--- config.mk ---
export PLATFORM = sky130hd
export DESIGN_NAME = mem_stage_flat
export DESIGN_NICKNAME = d
export VERILOG_FILES = /design/src/verilog/rv_pkg.sv /design/src/verilog/dmem_if.sv /design/src/verilog/mem_stage.sv /design/src/flat_wrapper.sv
export VERILOG_INCLUDE_DIRS = /design/src /design/src/include
export SDC_FILE = /design/constraint.sdc
export NUM_CORES = 1
export LEC_CHECK = 0
export BUFFER_PORTS_ARGS = -buffer_cell sky130_fd_sc_hd__buf_2
export CELL_PAD_IN_SITES_DETAIL_PLACEMENT = 1
export CELL_PAD_IN_SITES_GLOBAL_PLACEMENT = 2
export CORE_UTILIZATION = 22
export DETAILED_ROUTE_END_ITERATION = 16
export PLACE_DENSITY_LB_ADDON = 0.15
export SETUP_SLACK_MARGIN = 0.05
export SLEW_MARGIN = 20
export SYNTH_ARGS = -nofsm -noshare
export SYNTH_HDL_FRONTEND = slang
export SYNTH_SLANG_ARGS = --single-unit
--- constraint.sdc ---
create_clock -name clk -period 1.7 [get_ports clk]
set_input_delay 0.085 -clock clk [delete_from_list [all_inputs] [get_ports clk]]
set_output_delay 0.085 -clock clk [all_outputs]
set_load 0.005 [all_outputs]
--- src/include/rv_defs.svh ---
////////////////////////////////////////
// RV32I memory/write-back definitions
// Opcodes, load/store widths and data
// memory sizing
////////////////////////////////////////

`ifndef RV_DEFS_SVH
`define RV_DEFS_SVH

// Major opcodes the memory stage tells apart
`define RV_OP_LOAD   7'b0000011
`define RV_OP_STORE  7'b0100011
`define RV_OP_JAL    7'b1101111
`define RV_OP_JALR   7'b1100111
`define RV_OP_ALU    7'b0110011
`define RV_OP_ALUI   7'b0010011
`define RV_OP_LUI    7'b0110111

// Width codes in func3 for loads and stores
`define RV_F3_B      3'b000
`define RV_F3_H      3'b001
`define RV_F3_W      3'b010
`define RV_F3_BU     3'b100
`define RV_F3_HU     3'b101

// Data memory holds 2**8 words of 32 bits
`define DMEM_DEPTH_LOG2  8

// Cycles between acceptance of a load and the start of its response
`define DMEM_WAIT        2

`endif
--- src/verilog/rv_pkg.sv ---
////////////////////////////////////////
// RV32I shared types
// Word, index and field vectors plus the
// data memory FSM states
////////////////////////////////////////

package rv_pkg;

	// Data or address word
	typedef logic [31:0] word_t;

	// Register file index
	typedef logic [4:0]  reg_idx_t;

	// Instruction fields the memory stage decodes
	typedef logic [6:0]  opcode_t;
	typedef logic [2:0]  func3_t;

	// One bit per byte lane of a word
	typedef logic [3:0]  strb_t;

	// Data memory sequencing for reads
	typedef enum logic [1:0] {
		IDLE,
		WAIT,
		RESP
	} dmem_state_e;

endpackage

--- src/verilog/dmem_if.sv ---
////////////////////////////////////////
// Data memory bus
// Request from the memory stage, accept
// and read response from the memory
////////////////////////////////////////

`timescale 1ns/10ps

interface dmem_if import rv_pkg::*; ();

	// Request side, held stable while req is high
	logic  req;
	logic  we;
	word_t addr;
	word_t wdata;
	strb_t strb;

	// One-cycle accept pulse, only given when the memory is idle
	logic  ack;

	// One-cycle read response, DMEM_WAIT+1 cycles after ack
	logic  rvalid;
	word_t rdata;

	modport stage (
		output req, we, addr, wdata, strb,
		input  ack, rvalid, rdata
	);

	modport mem (
		input  req, we, addr, wdata, strb,
		output ack, rvalid, rdata
	);

endinterface

--- src/verilog/mem_stage.sv ---
////////////////////////////////////////
// Memory stage
// Issues loads and stores, extends load
// data and fills the write-back register
////////////////////////////////////////

`timescale 1ns/10ps
`include "rv_defs.svh"

module mem_stage import rv_pkg::*; (
	input  logic      clk,
	input  logic      rst_n,
	input  logic      i_valid,
	input  word_t     i_result,
	input  word_t     i_data_store,
	input  word_t     i_pc,
	input  opcode_t   i_opcode,
	input  func3_t    i_func3,
	input  reg_idx_t  i_rd,
	output logic      o_stall,
	dmem_if.stage     dmem,
	output logic      o_wb_we,
	output reg_idx_t  o_wb_rd,
	output word_t     o_wb_data
);

	logic  is_load;
	logic  is_store;
	logic  is_jump;
	logic  is_alu;
	logic  done;
	logic  consume;
	strb_t strb_base;
	word_t load_lane;
	word_t load_ext;
	word_t wb_value;

	// Opcode decode, qualified by the incoming valid
	assign is_load  = i_valid && (i_opcode == `RV_OP_LOAD);
	assign is_store = i_valid && (i_opcode == `RV_OP_STORE);
	assign is_jump  = i_valid && ((i_opcode == `RV_OP_JAL) || (i_opcode == `RV_OP_JALR));
	assign is_alu   = i_valid && ((i_opcode == `RV_OP_ALU) || (i_opcode == `RV_OP_ALUI) ||
		(i_opcode == `RV_OP_LUI));

	// The effective address comes from the ALU result and stays put while stalled
	assign dmem.req  = is_load || is_store;
	assign dmem.we   = is_store;
	assign dmem.addr = i_result;

	// Store data moves up to the byte lane picked by the low address bits
	assign dmem.wdata = i_data_store << {i_result[1:0], 3'b000};

	always_comb
	begin
		if (i_func3 == `RV_F3_B)
			strb_base = 4'b0001;
		else if (i_func3 == `RV_F3_H)
			strb_base = 4'b0011;
		else
			strb_base = 4'b1111;
	end

	// Accesses are aligned, so the shifted mask never leaves the word
	assign dmem.strb = strb_base << i_result[1:0];

	// Bring the addressed lane of the read word down to bit 0
	assign load_lane = dmem.rdata >> {i_result[1:0], 3'b000};

	always_comb
	begin
		case (i_func3)
			`RV_F3_B:  load_ext = {{24{load_lane[7]}}, load_lane[7:0]};
			`RV_F3_H:  load_ext = {{16{load_lane[15]}}, load_lane[15:0]};
			`RV_F3_BU: load_ext = {24'd0, load_lane[7:0]};
			`RV_F3_HU: load_ext = {16'd0, load_lane[15:0]};
			`RV_F3_W:  load_ext = load_lane;
			default:   load_ext = load_lane;
		endcase
	end

	// A store is finished on its accept, a load on its response
	assign done = is_store ? dmem.ack : (is_load ? dmem.rvalid : 1'b1);

	// Upstream holds its inputs while a memory access is still open
	assign o_stall = dmem.req && !done;
	assign consume = i_valid && !o_stall;

	// Jumps link pc+4, loads return memory data, the rest pass the ALU result
	assign wb_value = is_load ? load_ext : (is_jump ? i_pc + 32'd4 : i_result);

	// Write enable only for instructions that name a real destination
	always_ff @(posedge clk or negedge rst_n)
	begin
		if (!rst_n)
			o_wb_we <= 1'b0;
		else
			o_wb_we <= consume && (is_load || is_jump || is_alu) && (i_rd != 5'd0);
	end

	// Payload follows the enable and only changes on a consumed instruction
	always_ff @(posedge clk)
	begin
		if (consume)
		begin
			o_wb_rd   <= i_rd;
			o_wb_data <= wb_value;
		end
	end

endmodule

--- src/flat_wrapper.sv ---
// flat-port wrapper written by rule: the top's interface ports become plain ports
module mem_stage_flat import rv_pkg::*;
  (clk, rst_n, i_valid, i_result, i_data_store, i_pc, i_opcode, i_func3, i_rd, o_stall, o_wb_we, o_wb_rd, o_wb_data, dmem_req, dmem_we, dmem_addr, dmem_wdata, dmem_strb, dmem_ack, dmem_rvalid, dmem_rdata);
  dmem_if dmem_i ();
  input  logic clk;
  input  logic rst_n;
  input  logic i_valid;
  input  word_t i_result;
  input  word_t i_data_store;
  input  word_t i_pc;
  input  opcode_t i_opcode;
  input  func3_t i_func3;
  input  reg_idx_t i_rd;
  output logic o_stall;
  output logic o_wb_we;
  output reg_idx_t o_wb_rd;
  output word_t o_wb_data;
  output wire logic [$bits(dmem_i.req)-1:0] dmem_req;
  output wire logic [$bits(dmem_i.we)-1:0] dmem_we;
  output wire logic [$bits(dmem_i.addr)-1:0] dmem_addr;
  output wire logic [$bits(dmem_i.wdata)-1:0] dmem_wdata;
  output wire logic [$bits(dmem_i.strb)-1:0] dmem_strb;
  input wire logic [$bits(dmem_i.ack)-1:0] dmem_ack;
  input wire logic [$bits(dmem_i.rvalid)-1:0] dmem_rvalid;
  input wire logic [$bits(dmem_i.rdata)-1:0] dmem_rdata;
  assign dmem_req = dmem_i.req;
  assign dmem_we = dmem_i.we;
  assign dmem_addr = dmem_i.addr;
  assign dmem_wdata = dmem_i.wdata;
  assign dmem_strb = dmem_i.strb;
  assign dmem_i.ack = dmem_ack;
  assign dmem_i.rvalid = dmem_rvalid;
  assign dmem_i.rdata = dmem_rdata;
  mem_stage u_core (.clk(clk), .rst_n(rst_n), .i_valid(i_valid), .i_result(i_result), .i_data_store(i_data_store), .i_pc(i_pc), .i_opcode(i_opcode), .i_func3(i_func3), .i_rd(i_rd), .o_stall(o_stall), .dmem(dmem_i), .o_wb_we(o_wb_we), .o_wb_rd(o_wb_rd), .o_wb_data(o_wb_data));
endmodule
==> impl_metrics.ini <==
[outcome]
outcome = completed

[sta]
rsz0062_at_grt = yes
hold_viol = 0
setup_viol = 0
final.setup.worst_slack_ps = 85.20
fin_crit_ps = 1615
slew_headroom = 0.5885
finalMaxSlewViolations = 0
fmax_ghz = 0.6193
period_share = 0.9499
worst_pin_slew_ps = 608.7

[route]
dr_total_vias = 4363
ant_nets = 0
met1Wirelength_um = 7216
dr.pass1.iters = 4
drc = 0
wirelength_um = 16680
drt-initial-drc-count = 157
wl_per_cell_um = 18.25
routed-wl-met3_um = 1048
highest_layer = met4
viasPerCell = 4.774
met2_length_um = 8275

[cells_and_area]
post-route-cell-area_mm2 = 0.005720
final_cell_mix = buf_2 (256), buf_4 (49), nand2_1 (38), edfxtp_1 (37), mux2i_1 (33)
regArea_mm2 = 0.001136
layout.nets = 841
multi_input_area_mm2 = 0.002266
final_common_cell = buf_2
drive_above_1_share = 0.5079
area_growth_pct = 53.84
final.fill_count = 2027

[yosys]
ys_ff_latch = 38
yosys_warnings = 0
synth-main-ff-cell = edfxtp_1
avgSynthCellArea_um2 = 8.729
syn-cell-area_mm2 = 0.003719
synth.distinct_cells = 51
synthArstFlopShare = 0.02632
synth_edf_count = 37
syn_nets = 575
synth_cells = 426
ys_seq_area_frac = 0.3055

[floorplan]
ios = 257
core_area_mm2 = 0.01652
start_util = 0.2250
die_w_um = 132.0
dieHeight_um = 132.0
row_count = 47
fp.dieArea_mm2 = 0.01743

[grt]
grt_usage = 0.1868
grt_pass1_vias = 4505
antenna_found_initial = 1
grt_pass1_wl_um = 25060
grt_max_degree = 39
grt_overflow = 0

[worst_setup_path]
arrival_ps = 1650
critPathMaxFanout = 6
required_ps = 1730
crit_type = primary input to flip-flop
startpoint_type = primary input
cp-end-kind = flip-flop

[placement]
dp_hpwl_um = 13850
gp_routability_congestion = 0.8101
port_buffers = 256
place_ws_ps = -345.0
placed_cell_area_mm2 = 0.005450

[pwr]
power_density_mw_per_mm2 = 531.9
power_leakage_nw = 2.609
ir_drop_uv = 300.9

[clock_network]
cts_sinks = 38
cts.clk_slew.worst_paths_ps = 60
htree_levels = 2
cts_buffers = 5
cts_buffer_depth = 2
cts_tree = built
root_buffer = clkbuf_16

[worst_hold_path]
hold_path_class = primary input to flip-flop

[run]
maxCapViolCount = 0
==> logic make-up (layout without fill, tap and decap cells) <==
family                   Yosys count  count (layout)  share of synthesized area
AND/OR/NAND/NOR                  144             144                     0.2137
AO/OA/AOI/OAI                    111             111                     0.2002
buffers and inverters             67             334                     0.1036
XOR/XNOR                          27              27                    0.06359
multiplexers                      38              38                     0.1100
other                              0               1                          0
flip-flops                        38              38                     0.3055
adder cells (fa/ha/maj)            1               1                   0.003364
==> metal layers <==
layer	GRT usage	vias to the layer above
met4	0.04005	0
li1	-	2113
met2	0.3327	181
met3	0.03652	8
met5	0	-
met1	0.2316	2061
==> what timing repair did <==
| action | in CTS | in global routing |
|---|---|---|
| pin swaps | 0 | 1 |
| cloned | 0 | 0 |
| endpoints found under the hold margin | 6 | 0 |
| resized for setup | 5 | 7 |
| hold buffers | 6 | 0 |
| setup endpoints to repair | 15 | 13 |
| buffers inserted | 0 | 1 |
==> flip-flops by register name (all words and copies together), names as in the netlist <==
name              count
u_core.o_wb_data     32
u_core.o_wb_we        1
u_core.o_wb_rd        5
==> power breakdown <==
part | total [mW] | leakage (nW) | switching [mW] | internal, mW
logic | 0.976 | 2.17 | 0.493 | 0.483
registers | 1.14 | 0.376 | 0.0218 | 1.11
clock network | 0.931 | 0.0683 | 0.394 | 0.538
==> Yosys cell counts (4+ instances only) <==
library cell  number  area [um^2]
buf_4             32        240.2
inv_1              6        22.52
nor2_1            28        105.1
mux2i_1           33        330.3
clkbuf_1          18        67.56
and2_1            11        68.82
o21ai_1            4        20.02
a221oi_1          11        96.34
o21ai_0           29        145.1
nor2b_1           15        93.84
o221a_2            4        45.04
o221ai_1           6        52.55
a211oi_1          20        150.1
nand2_1           38        142.6
xnor2_1           19        166.4
a221o_1            5        50.05
a21oi_1           24        120.1
edfxtp_1          37         1111
nand4_1            5        31.28
nor3_1            12        60.06
buf_2              5        25.02
nand3_1           10        50.05
xor2_1             8        70.07
buf_1              5        18.77
==> final cells by class <==
type,count,area share
tap,220,0.04812
sequential,38,0.1986
clock inverter,2,0.001531
clock buffer,6,0.02253
multi-input combinational,321,0.3961
inverter,6,0.003937
antenna,1,0.0004374
timing repair buffer,320,0.3287
==> path summary, 6_finish.rpt <==
check,end,slack (ps),cells after the start,from
setup / recovery,u_core.o_wb_data[24]$_DFFE_PP_,90,7,i_pc[6]
hold / removal,u_core.o_wb_data[1]$_DFFE_PP_,100,2,i_pc[1]
max in group asynchronous,u_core.o_wb_we$_DFF_PN0_,1500,2,rst_n
min in group asynchronous,u_core.o_wb_we$_DFF_PN0_,120,2,rst_n
==> worst max-delay path, cell delays in order <==
cell and delay [ps]:
buf_2 100, nand4_2 120, or4_4 630, buf_4 180, nor3_1 260, xnor2_1 170, o21ai_0 90
==> metrics by stage <==
stage,utilization,power (mW),hold slack (ps),cells,setup TNS (ps)
2_1_floorplan,-,1.571,-210.6,426,0
3_3_place_gp,0.3298,2.105,-140.1,898,-4138
3_5_place_dp,0.3298,2.119,-138.8,898,-6846
4_1_cts,0.3434,3.075,90.29,912,0
5_1_grt,0.3460,3.192,98.63,913,0
6_report,0.3462,3.043,95.91,914,0
(Power assumes the default switching activity.)
