--- src/include/rv_defs.svh ---
////////////////////////////////////////
// RV32I memory/write-back definitions
// Opcodes, load/store widths and data
// memory sizing
////////////////////////////////////////

`ifndef RV_DEFS_SVH
`define RV_DEFS_SVH

// Major opcodes the memory stage tells apart
`define RV_OP_LOAD   7'b0000011
`define RV_OP_STORE  7'b0100011
`define RV_OP_JAL    7'b1101111
`define RV_OP_JALR   7'b1100111
`define RV_OP_ALU    7'b0110011
`define RV_OP_ALUI   7'b0010011
`define RV_OP_LUI    7'b0110111

// Width codes in func3 for loads and stores
`define RV_F3_B      3'b000
`define RV_F3_H      3'b001
`define RV_F3_W      3'b010
`define RV_F3_BU     3'b100
`define RV_F3_HU     3'b101

// Data memory holds 2**8 words of 32 bits
`define DMEM_DEPTH_LOG2  8

// Cycles between acceptance of a load and the start of its response
`define DMEM_WAIT        2

`endif
--- src/verilog/rv_pkg.sv ---
////////////////////////////////////////
// RV32I shared types
// Word, index and field vectors plus the
// data memory FSM states
////////////////////////////////////////

package rv_pkg;

	// Data or address word
	typedef logic [31:0] word_t;

	// Register file index
	typedef logic [4:0]  reg_idx_t;

	// Instruction fields the memory stage decodes
	typedef logic [6:0]  opcode_t;
	typedef logic [2:0]  func3_t;

	// One bit per byte lane of a word
	typedef logic [3:0]  strb_t;

	// Data memory sequencing for reads
	typedef enum logic [1:0] {
		IDLE,
		WAIT,
		RESP
	} dmem_state_e;

endpackage

--- src/verilog/wb_regfile.sv ---
////////////////////////////////////////
// Write-back register file
// 32 x 32 registers with x0 tied to zero
// and a debug read port
////////////////////////////////////////

`timescale 1ns/10ps

module wb_regfile import rv_pkg::*; (
	input  logic      clk,
	input  logic      rst_n,
	input  logic      i_we,
	input  reg_idx_t  i_rd,
	input  word_t     i_wdata,
	input  reg_idx_t  i_dbg_raddr,
	output word_t     o_dbg_rdata
);

	// Architectural registers, entry 0 is never written
	word_t regs [32];

	logic  wr_hit;

	// Writes to x0 are dropped here as well as in the memory stage
	assign wr_hit = i_we && (i_rd != 5'd0);

	// All registers start from zero
	always_ff @(posedge clk or negedge rst_n)
	begin
		if (!rst_n)
		begin
			for (int i = 0; i < 32; i++)
			begin
				regs[i] <= '0;
			end
		end
		else if (wr_hit)
		begin
			regs[i_rd] <= i_wdata;
		end
	end

	// Debug port is combinational, so a written value shows right after the edge
	// x0 reads zero because it leaves reset at zero and is never written
	assign o_dbg_rdata = regs[i_dbg_raddr];

endmodule

--- config.mk ---
export PLATFORM = sky130hd
export DESIGN_NAME = wb_regfile
export DESIGN_NICKNAME = d
export VERILOG_FILES = /design/src/include/rv_defs.svh /design/src/verilog/rv_pkg.sv /design/src/verilog/wb_regfile.sv
export SDC_FILE = /design/constraint.sdc
export NUM_CORES = 1
export LEC_CHECK = 0
export BUFFER_PORTS_ARGS = -buffer_cell sky130_fd_sc_hd__buf_4
export CAP_MARGIN = 20
export CORE_MARGIN = 3
export CORE_UTILIZATION = 50
export DETAILED_ROUTE_END_ITERATION = 10
export GPL_TIMING_DRIVEN = 0
export PLACE_DENSITY = 0.66
export SYNTH_ARGS = -nofsm -noshare
export SYNTH_HDL_FRONTEND = slang
export SYNTH_SLANG_ARGS = --single-unit
--- constraint.sdc ---
create_clock -name clk -period 2.28 [get_ports clk]
set_clock_uncertainty 0.1 [all_clocks]
set_input_delay 0.228 -clock clk [delete_from_list [all_inputs] [get_ports clk]]
set_output_delay 0.228 -clock clk [all_outputs]
set_load 0.01 [all_outputs]
==> flow_summary.ini, run 1 <==
[outcome]
status = finished, violations left
violations = negative hold slack, negative setup slack

[critical_path]
critPathArrivalTime_ps = 2110
cp_max_fo = 2
r2r-start = regs[388]
worstSetupEndpointType = output port
reg2reg_depth = 1
timing_worst_setup_path_type = register to output port
r2r-end = regs[388]
worst_path_max_delay_cell = dfrtp_1
cp-start-kind = register
r2r_setup_slack_ps = 1380
critPathBufInv = 1
cp-startpoint = regs[787]
path_cells = mux2i_1 > a22o_1 > nor3_4 > a31oi_1 > nand3_2 > buf_6
critPathCapture = o_dbg_rdata[19]
required_ps = 1950
slowest_delay_ps = 390
path_delay_family = compound AO/OA/AOI/OAI gates
worst-path-stages = 6

[sta]
hold_viol = 126
finalCritPeriodShare = 1.068
holdWs_ps = -168.5
period_needed_ps = 2436
fin_tns_setup_ps = -2781
setup_viol = 32
worstMarginPinSlew_ps = 944.2
rsz0062_at_grt = yes
fin_ws_ps = -155.6
fmax_ghz = 0.4106
drv_slew = 0
slew_headroom = 0.3705

[clock_tree]
hold_buffers = 38
clk_pin_slew_ps = 60
cts_buffers = 108
clkSinkCount = 1024
cts_tree = done
clkLatencyLatePin_ps = 670
clockBufferDepth = 3
root_buffer = clkbuf_16
htree_levels = 3

[cells_and_area]
finalNetCount = 3728
final_area_sq_um = 54460
num-fill-cells = 7460
area_growth_syn_to_layout_pct = 16.57
largestRegisters = regs: 1024 flops
drive_above_1_share = 0.4019
instances_no_fill = 5022
largest_reg_flops = 1024
regMostFlops = regs

[floorplanning]
rows = 111
dieHeight_um = 311.7
start_util = 0.5066
io_pins = 77
core-area_sq_um = 92220
die_w_um = 311.7
dieArea_sq_um = 97140

[grt]
antenna_found_initial = 2
overflow = 0
grt_pass1_wl_um = 194200
grt_max_degree = 172
grt_use_total = 0.2670
grt_pass1_vias = 29490

[logic_synthesis]
synth_cell_type_count = 25
synth_nets = 3496
avgSynthCellArea_sq_um = 13.54
yosysTopAreaCellShare = 0.5485
synth_cells = 3451
synth_ff_type = dfrtp_1
ys_ff_latch = 1024
ys_warn_count = 0
synth-edff-count = 0
netlist_area_sq_um = 46720
yosysMostFrequentCell = dfrtp_1
yosysTopAreaCell = dfrtp_1
ys_seq_area_frac = 0.5485
yosys-top-cells-area = dfrtp_1, mux2_2, mux2i_1
ys_top_cells_by_count = dfrtp_1, mux2_2, mux2i_1, clkbuf_1, buf_2
async_flop_share = 1.000

[route]
vias = 28670
drt_wl_total_um = 129500
dr.pass1.iters = 5
drc = 0
drtAntennaViolNets = 0
routed_via_density = 5.709
drtIter0Drc = 2078
routedWlPerCell_um = 25.78

[power]
leakage_uw = 0.02573
ir_worst_vdd_mv = 0.6580
power.density_nw_per_um2 = 918.6

[placement]
placedCellCount = 4775
place.gp.congestion = 0.9313
dp_hpwl_um = 97410
postPlaceCellArea_sq_um = 49040
io_buffer_count = 73
dp_slack_ps = -1307

[flow_run]
cap_violations = 0

[hold_path]
hold_class = primary input to async pin
-- what timing repair did --
| item | CTS | global route |
|---|---|---|
| resized for setup | 290 | 26 |
| setup buffers | 2 | 0 |
| gates cloned | 0 | 1 |
| hold endpoints to repair | 208 | 126 |
| pin swaps | 73 | 34 |
| setup endpoints to repair | 32 | 187 |
-- per-stage QoR --
stage	total power [uW]	utilization	hold WS, ps
6_report	50030	0.5906	-168.5
5_1_grt	52250	0.5905	-111.3
4_1_cts	50290	0.5896	-154.0
3_5_place_dp	31080	0.5318	16.13
3_3_place_gp	30690	0.5294	339.2
2_1_floorplan	28480	-	-167.6
-- report_power, final --
| part | internal, uW | total [uW] | switching, uW |
|---|---|---|---|
| sequential | 21600 | 23300 | 1740 |
| combinational | 4220 | 7940 | 3710 |
| clock | 11200 | 18700 | 7510 |
-- metal layers --
metal | part of all wire | global-route usage | up-vias
met2 | 0.46 | 0.4177 | 722
met5 | 0.00010 | 0 | -
met3 | 0.059 | 0.04775 | 212
li1 | - | - | 12940
met4 | 0.032 | 0.09063 | 2
met1 | 0.45 | 0.3779 | 14800
-- layout make-up --
type | instances | area, sq um | area share
diodes | 2 | 5.005 | 0.00009189
plain buffers | 356 | 1959 | 0.03598
clock buffers | 145 | 3053 | 0.05605
clock inverters | 59 | 764.5 | 0.01404
multi-input cells | 2071 | 20140 | 0.3697
flip-flops and latches | 1024 | 25620 | 0.4705
well taps | 1243 | 1555 | 0.02856
repair buffers | 122 | 1366 | 0.02509
-- how the worst min path moves through the flow --
stage / slack (ps) / startpoint / endpoint / cells after the start
finish: -170 / rst_n / regs[142] / 5
global placement: 340 / regs[1018] / regs[1018] / 1
detailed placement: 20 / rst_n / regs[141] / 1
CTS: -150 / rst_n / regs[142] / 5
floorplan: -170 / rst_n / regs[0] / 0
global route: -110 / rst_n / regs[142] / 5
-- cell families after synthesis --
| group | count (synthesis) | share of synthesized area |
|---|---|---|
| buffers and inverters | 356 | 0.03299 |
| and+or+nand+nor | 279 | 0.02775 |
| DFF | 1024 | 0.5485 |
| AOI/OAI and AO/OA | 288 | 0.04199 |
| muxes | 1504 | 0.3488 |
-- layout by cell type, fill, tap and decap left out, types with 5 or more instances in the layout --
master | Yosys | layout
nor3_4 | 0 | 32
nor2b_1 | 6 | 6
clkinvlp_4 | 0 | 11
buf_2 | 152 | 107
nor2_1 | 14 | 14
clkbuf_2 | 0 | 19
buf_6 | 0 | 43
dfrtp_1 | 1024 | 1024
bufinv_16 | 0 | 16
clkbuf_4 | 0 | 15
nand2b_1 | 5 | 5
mux2_1 | 27 | 27
a22oi_1 | 96 | 96
nand2_1 | 110 | 110
a22o_1 | 64 | 64
a31oi_1 | 32 | 23
a21oi_1 | 96 | 96
clkbuf_1 | 187 | 161
nand3_2 | 0 | 20
buf_8 | 0 | 6
buf_4 | 4 | 91
nand3_1 | 97 | 77
clkbuf_8 | 0 | 23
dlygate4sd3_1 | 0 | 33
clkinv_4 | 0 | 5
mux2_2 | 965 | 965
buf_16 | 0 | 12
inv_6 | 0 | 6
clkbuf_16 | 0 | 110
a31oi_4 | 0 | 7
mux2i_1 | 512 | 511
clkinv_2 | 0 | 21
Note: power is estimated with default switching activity, not from simulation.
==> run 2, diff against run 1 <==
--- a/config.mk
+++ b/config.mk
@@ -7,11 +7,11 @@
 export LEC_CHECK = 0
 export BUFFER_PORTS_ARGS = -buffer_cell sky130_fd_sc_hd__buf_4
 export CAP_MARGIN = 20
-export CORE_MARGIN = 3
+export CORE_MARGIN = 2
 export CORE_UTILIZATION = 50
 export DETAILED_ROUTE_END_ITERATION = 10
 export GPL_TIMING_DRIVEN = 0
-export PLACE_DENSITY = 0.66
+export PLACE_DENSITY = 0.68
 export SYNTH_ARGS = -nofsm -noshare
 export SYNTH_HDL_FRONTEND = slang
 export SYNTH_SLANG_ARGS = --single-unit
==> run 2 against run 1 <==
Against the previous run:
- the flow still finishes with violations (negative hold slack, negative setup slack)
- highest routed layer is now met4
- non-clock buffer count down 1
- critical path type is now primary input to output port
- flip-flop and latch count unchanged
- routed wire length up 0.83%
==> flow_summary.ini, run 2 (synthesis results as in run 1) <==
[cells_and_area]
instances_no_fill = 5016
final_common_cell = dfrtp_1
layout_common_cells = dfrtp_1, mux2_2, mux2i_1, clkbuf_1, nand2_1
largestRegisters = regs: 1024 flops
largest_reg_flops = 1024
drive_above_1_share = 0.3977
finalNetCount = 3722
regMostFlops = regs
area_growth_syn_to_layout_pct = 15.98

[route]
route.top_layer_used = met4
wl_met1_um = 58780
wl_met3_um = 6291
drtIter0Drc = 2359
drc = 0
drtAntennaViolNets = 0
drt_wl_total_um = 130600
dr_wl_met2_um = 60750
routed_via_density = 5.768
routedWlPerCell_um = 26.03
vias = 28930
dr.pass1.iters = 5

[sta]
fin_ws_ps = -140.4
period_needed_ps = 2420
setup_viol = 30
drv_slew = 0
finalCritPeriodShare = 1.062
fmax_ghz = 0.4131
worstMarginPinSlew_ps = 960.3
slew_headroom = 0.3549
hold_viol = 260
holdWs_ps = -637.3
rsz0062_at_grt = yes

[floorplanning]
die_w_um = 309.7
dieHeight_um = 309.7
io_pins = 77
start_util = 0.5029
dieArea_sq_um = 95900
core-area_sq_um = 92910
rows = 112

[grt]
grt_max_degree = 155
grt_pass1_wl_um = 192800
antenna_found_initial = 6
grt_pass1_vias = 29400
overflow = 0
grt_use_total = 0.2743

[power]
power_uw = 48700
power.density_nw_per_um2 = 898.7
leakage_uw = 0.02559
ir_worst_vdd_mv = 0.6291

[critical_path]
required_ps = 1950
critPathArrivalTime_ps = 2090
cp-start-kind = primary input
worstSetupEndpointType = output port
cp_max_fo = 10
timing_worst_setup_path_type = primary input to output port

[clock_tree]
clockBufferDepth = 3
clkLatencyLatePin_ps = 660
cts_buffers = 103
clk_pin_slew_ps = 60
root_buffer = clkbuf_16
clkSinkCount = 1024
htree_levels = 3
cts_tree = done

[placement]
placedCellCount = 4786
io_buffer_count = 73
dp_slack_ps = -1298
place.gp.congestion = 0.9032
dp_hpwl_um = 97300

[hold_path]
hold_class = primary input to async pin

[outcome]
status = finished, violations left
violations = negative hold slack, negative setup slack

[flow_run]
cap_violations = 0
## run 2: metrics by stage
stage	TNS (ps)	utilization	instance area [sq um]
after floorplan	0	-	46720
after global placement	-	0.5256	48840
after detailed placement	-388740	0.5280	49060
after CTS	-2745	0.5803	53920
after global routing	-3666	0.5831	54170
final	-2124	0.5832	54190
## run 2: report_power, final
group / internal [uW] / switching, uW / total (uW)
registers: 21600 / 1740 / 23300
clock network: 10300 / 7100 / 17400
logic: 4240 / 3750 / 7990
## run 2: cell type report
type / instances / area, sq um
flip-flops and latches: 1024 / 25620
clock buffers: 152 / 2984
multi-input cells: 2071 / 20170
fillers: 7484 / 38720
repair buffers: 121 / 1328
plain buffers: 356 / 2059
diodes: 5 / 12.51
well taps: 1254 / 1569
clock inverters: 33 / 440.4
## run 2: worst max-delay path, cell delays in order
cell and delay [ps]:
buf_4 90, and2_1 200, buf_2 400, buf_2 420, a22oi_1 120, nand3_1 210
nand3_1 200, buf_4 200
## run 2: final timing paths
check / cells after the start / endpoint / slack [ps] / start
worst max-delay path: 8 / o_dbg_rdata[26] / -140 / i_dbg_raddr[2]
worst min-delay path: 1 / regs[963] / -640 / rst_n
worst max register to register: 2 / regs[970] / 1310 / regs[970]
worst min register to register: 1 / regs[1023] / 350 / regs[1023]
max in group asynchronous: 5 / regs[149] / 580 / rst_n
min in group clk: 4 / regs[415] / 60 / i_we
## run 2: repair_timing
item,in CTS,in global routing
gates cloned,2,1
hold endpoints to repair,350,159
setup buffers,1,2
pin swaps,47,36
hold buffers,32,2
gates resized for setup,300,49
setup endpoints to repair,287,276
## run 2: metal layers
layer | vias up | track usage
met4 | 0 | 0.1122
met3 | 223 | 0.03921
met5 | - | 0
met1 | 15070 | 0.3862
li1 | 12900 | -
met2 | 741 | 0.4290
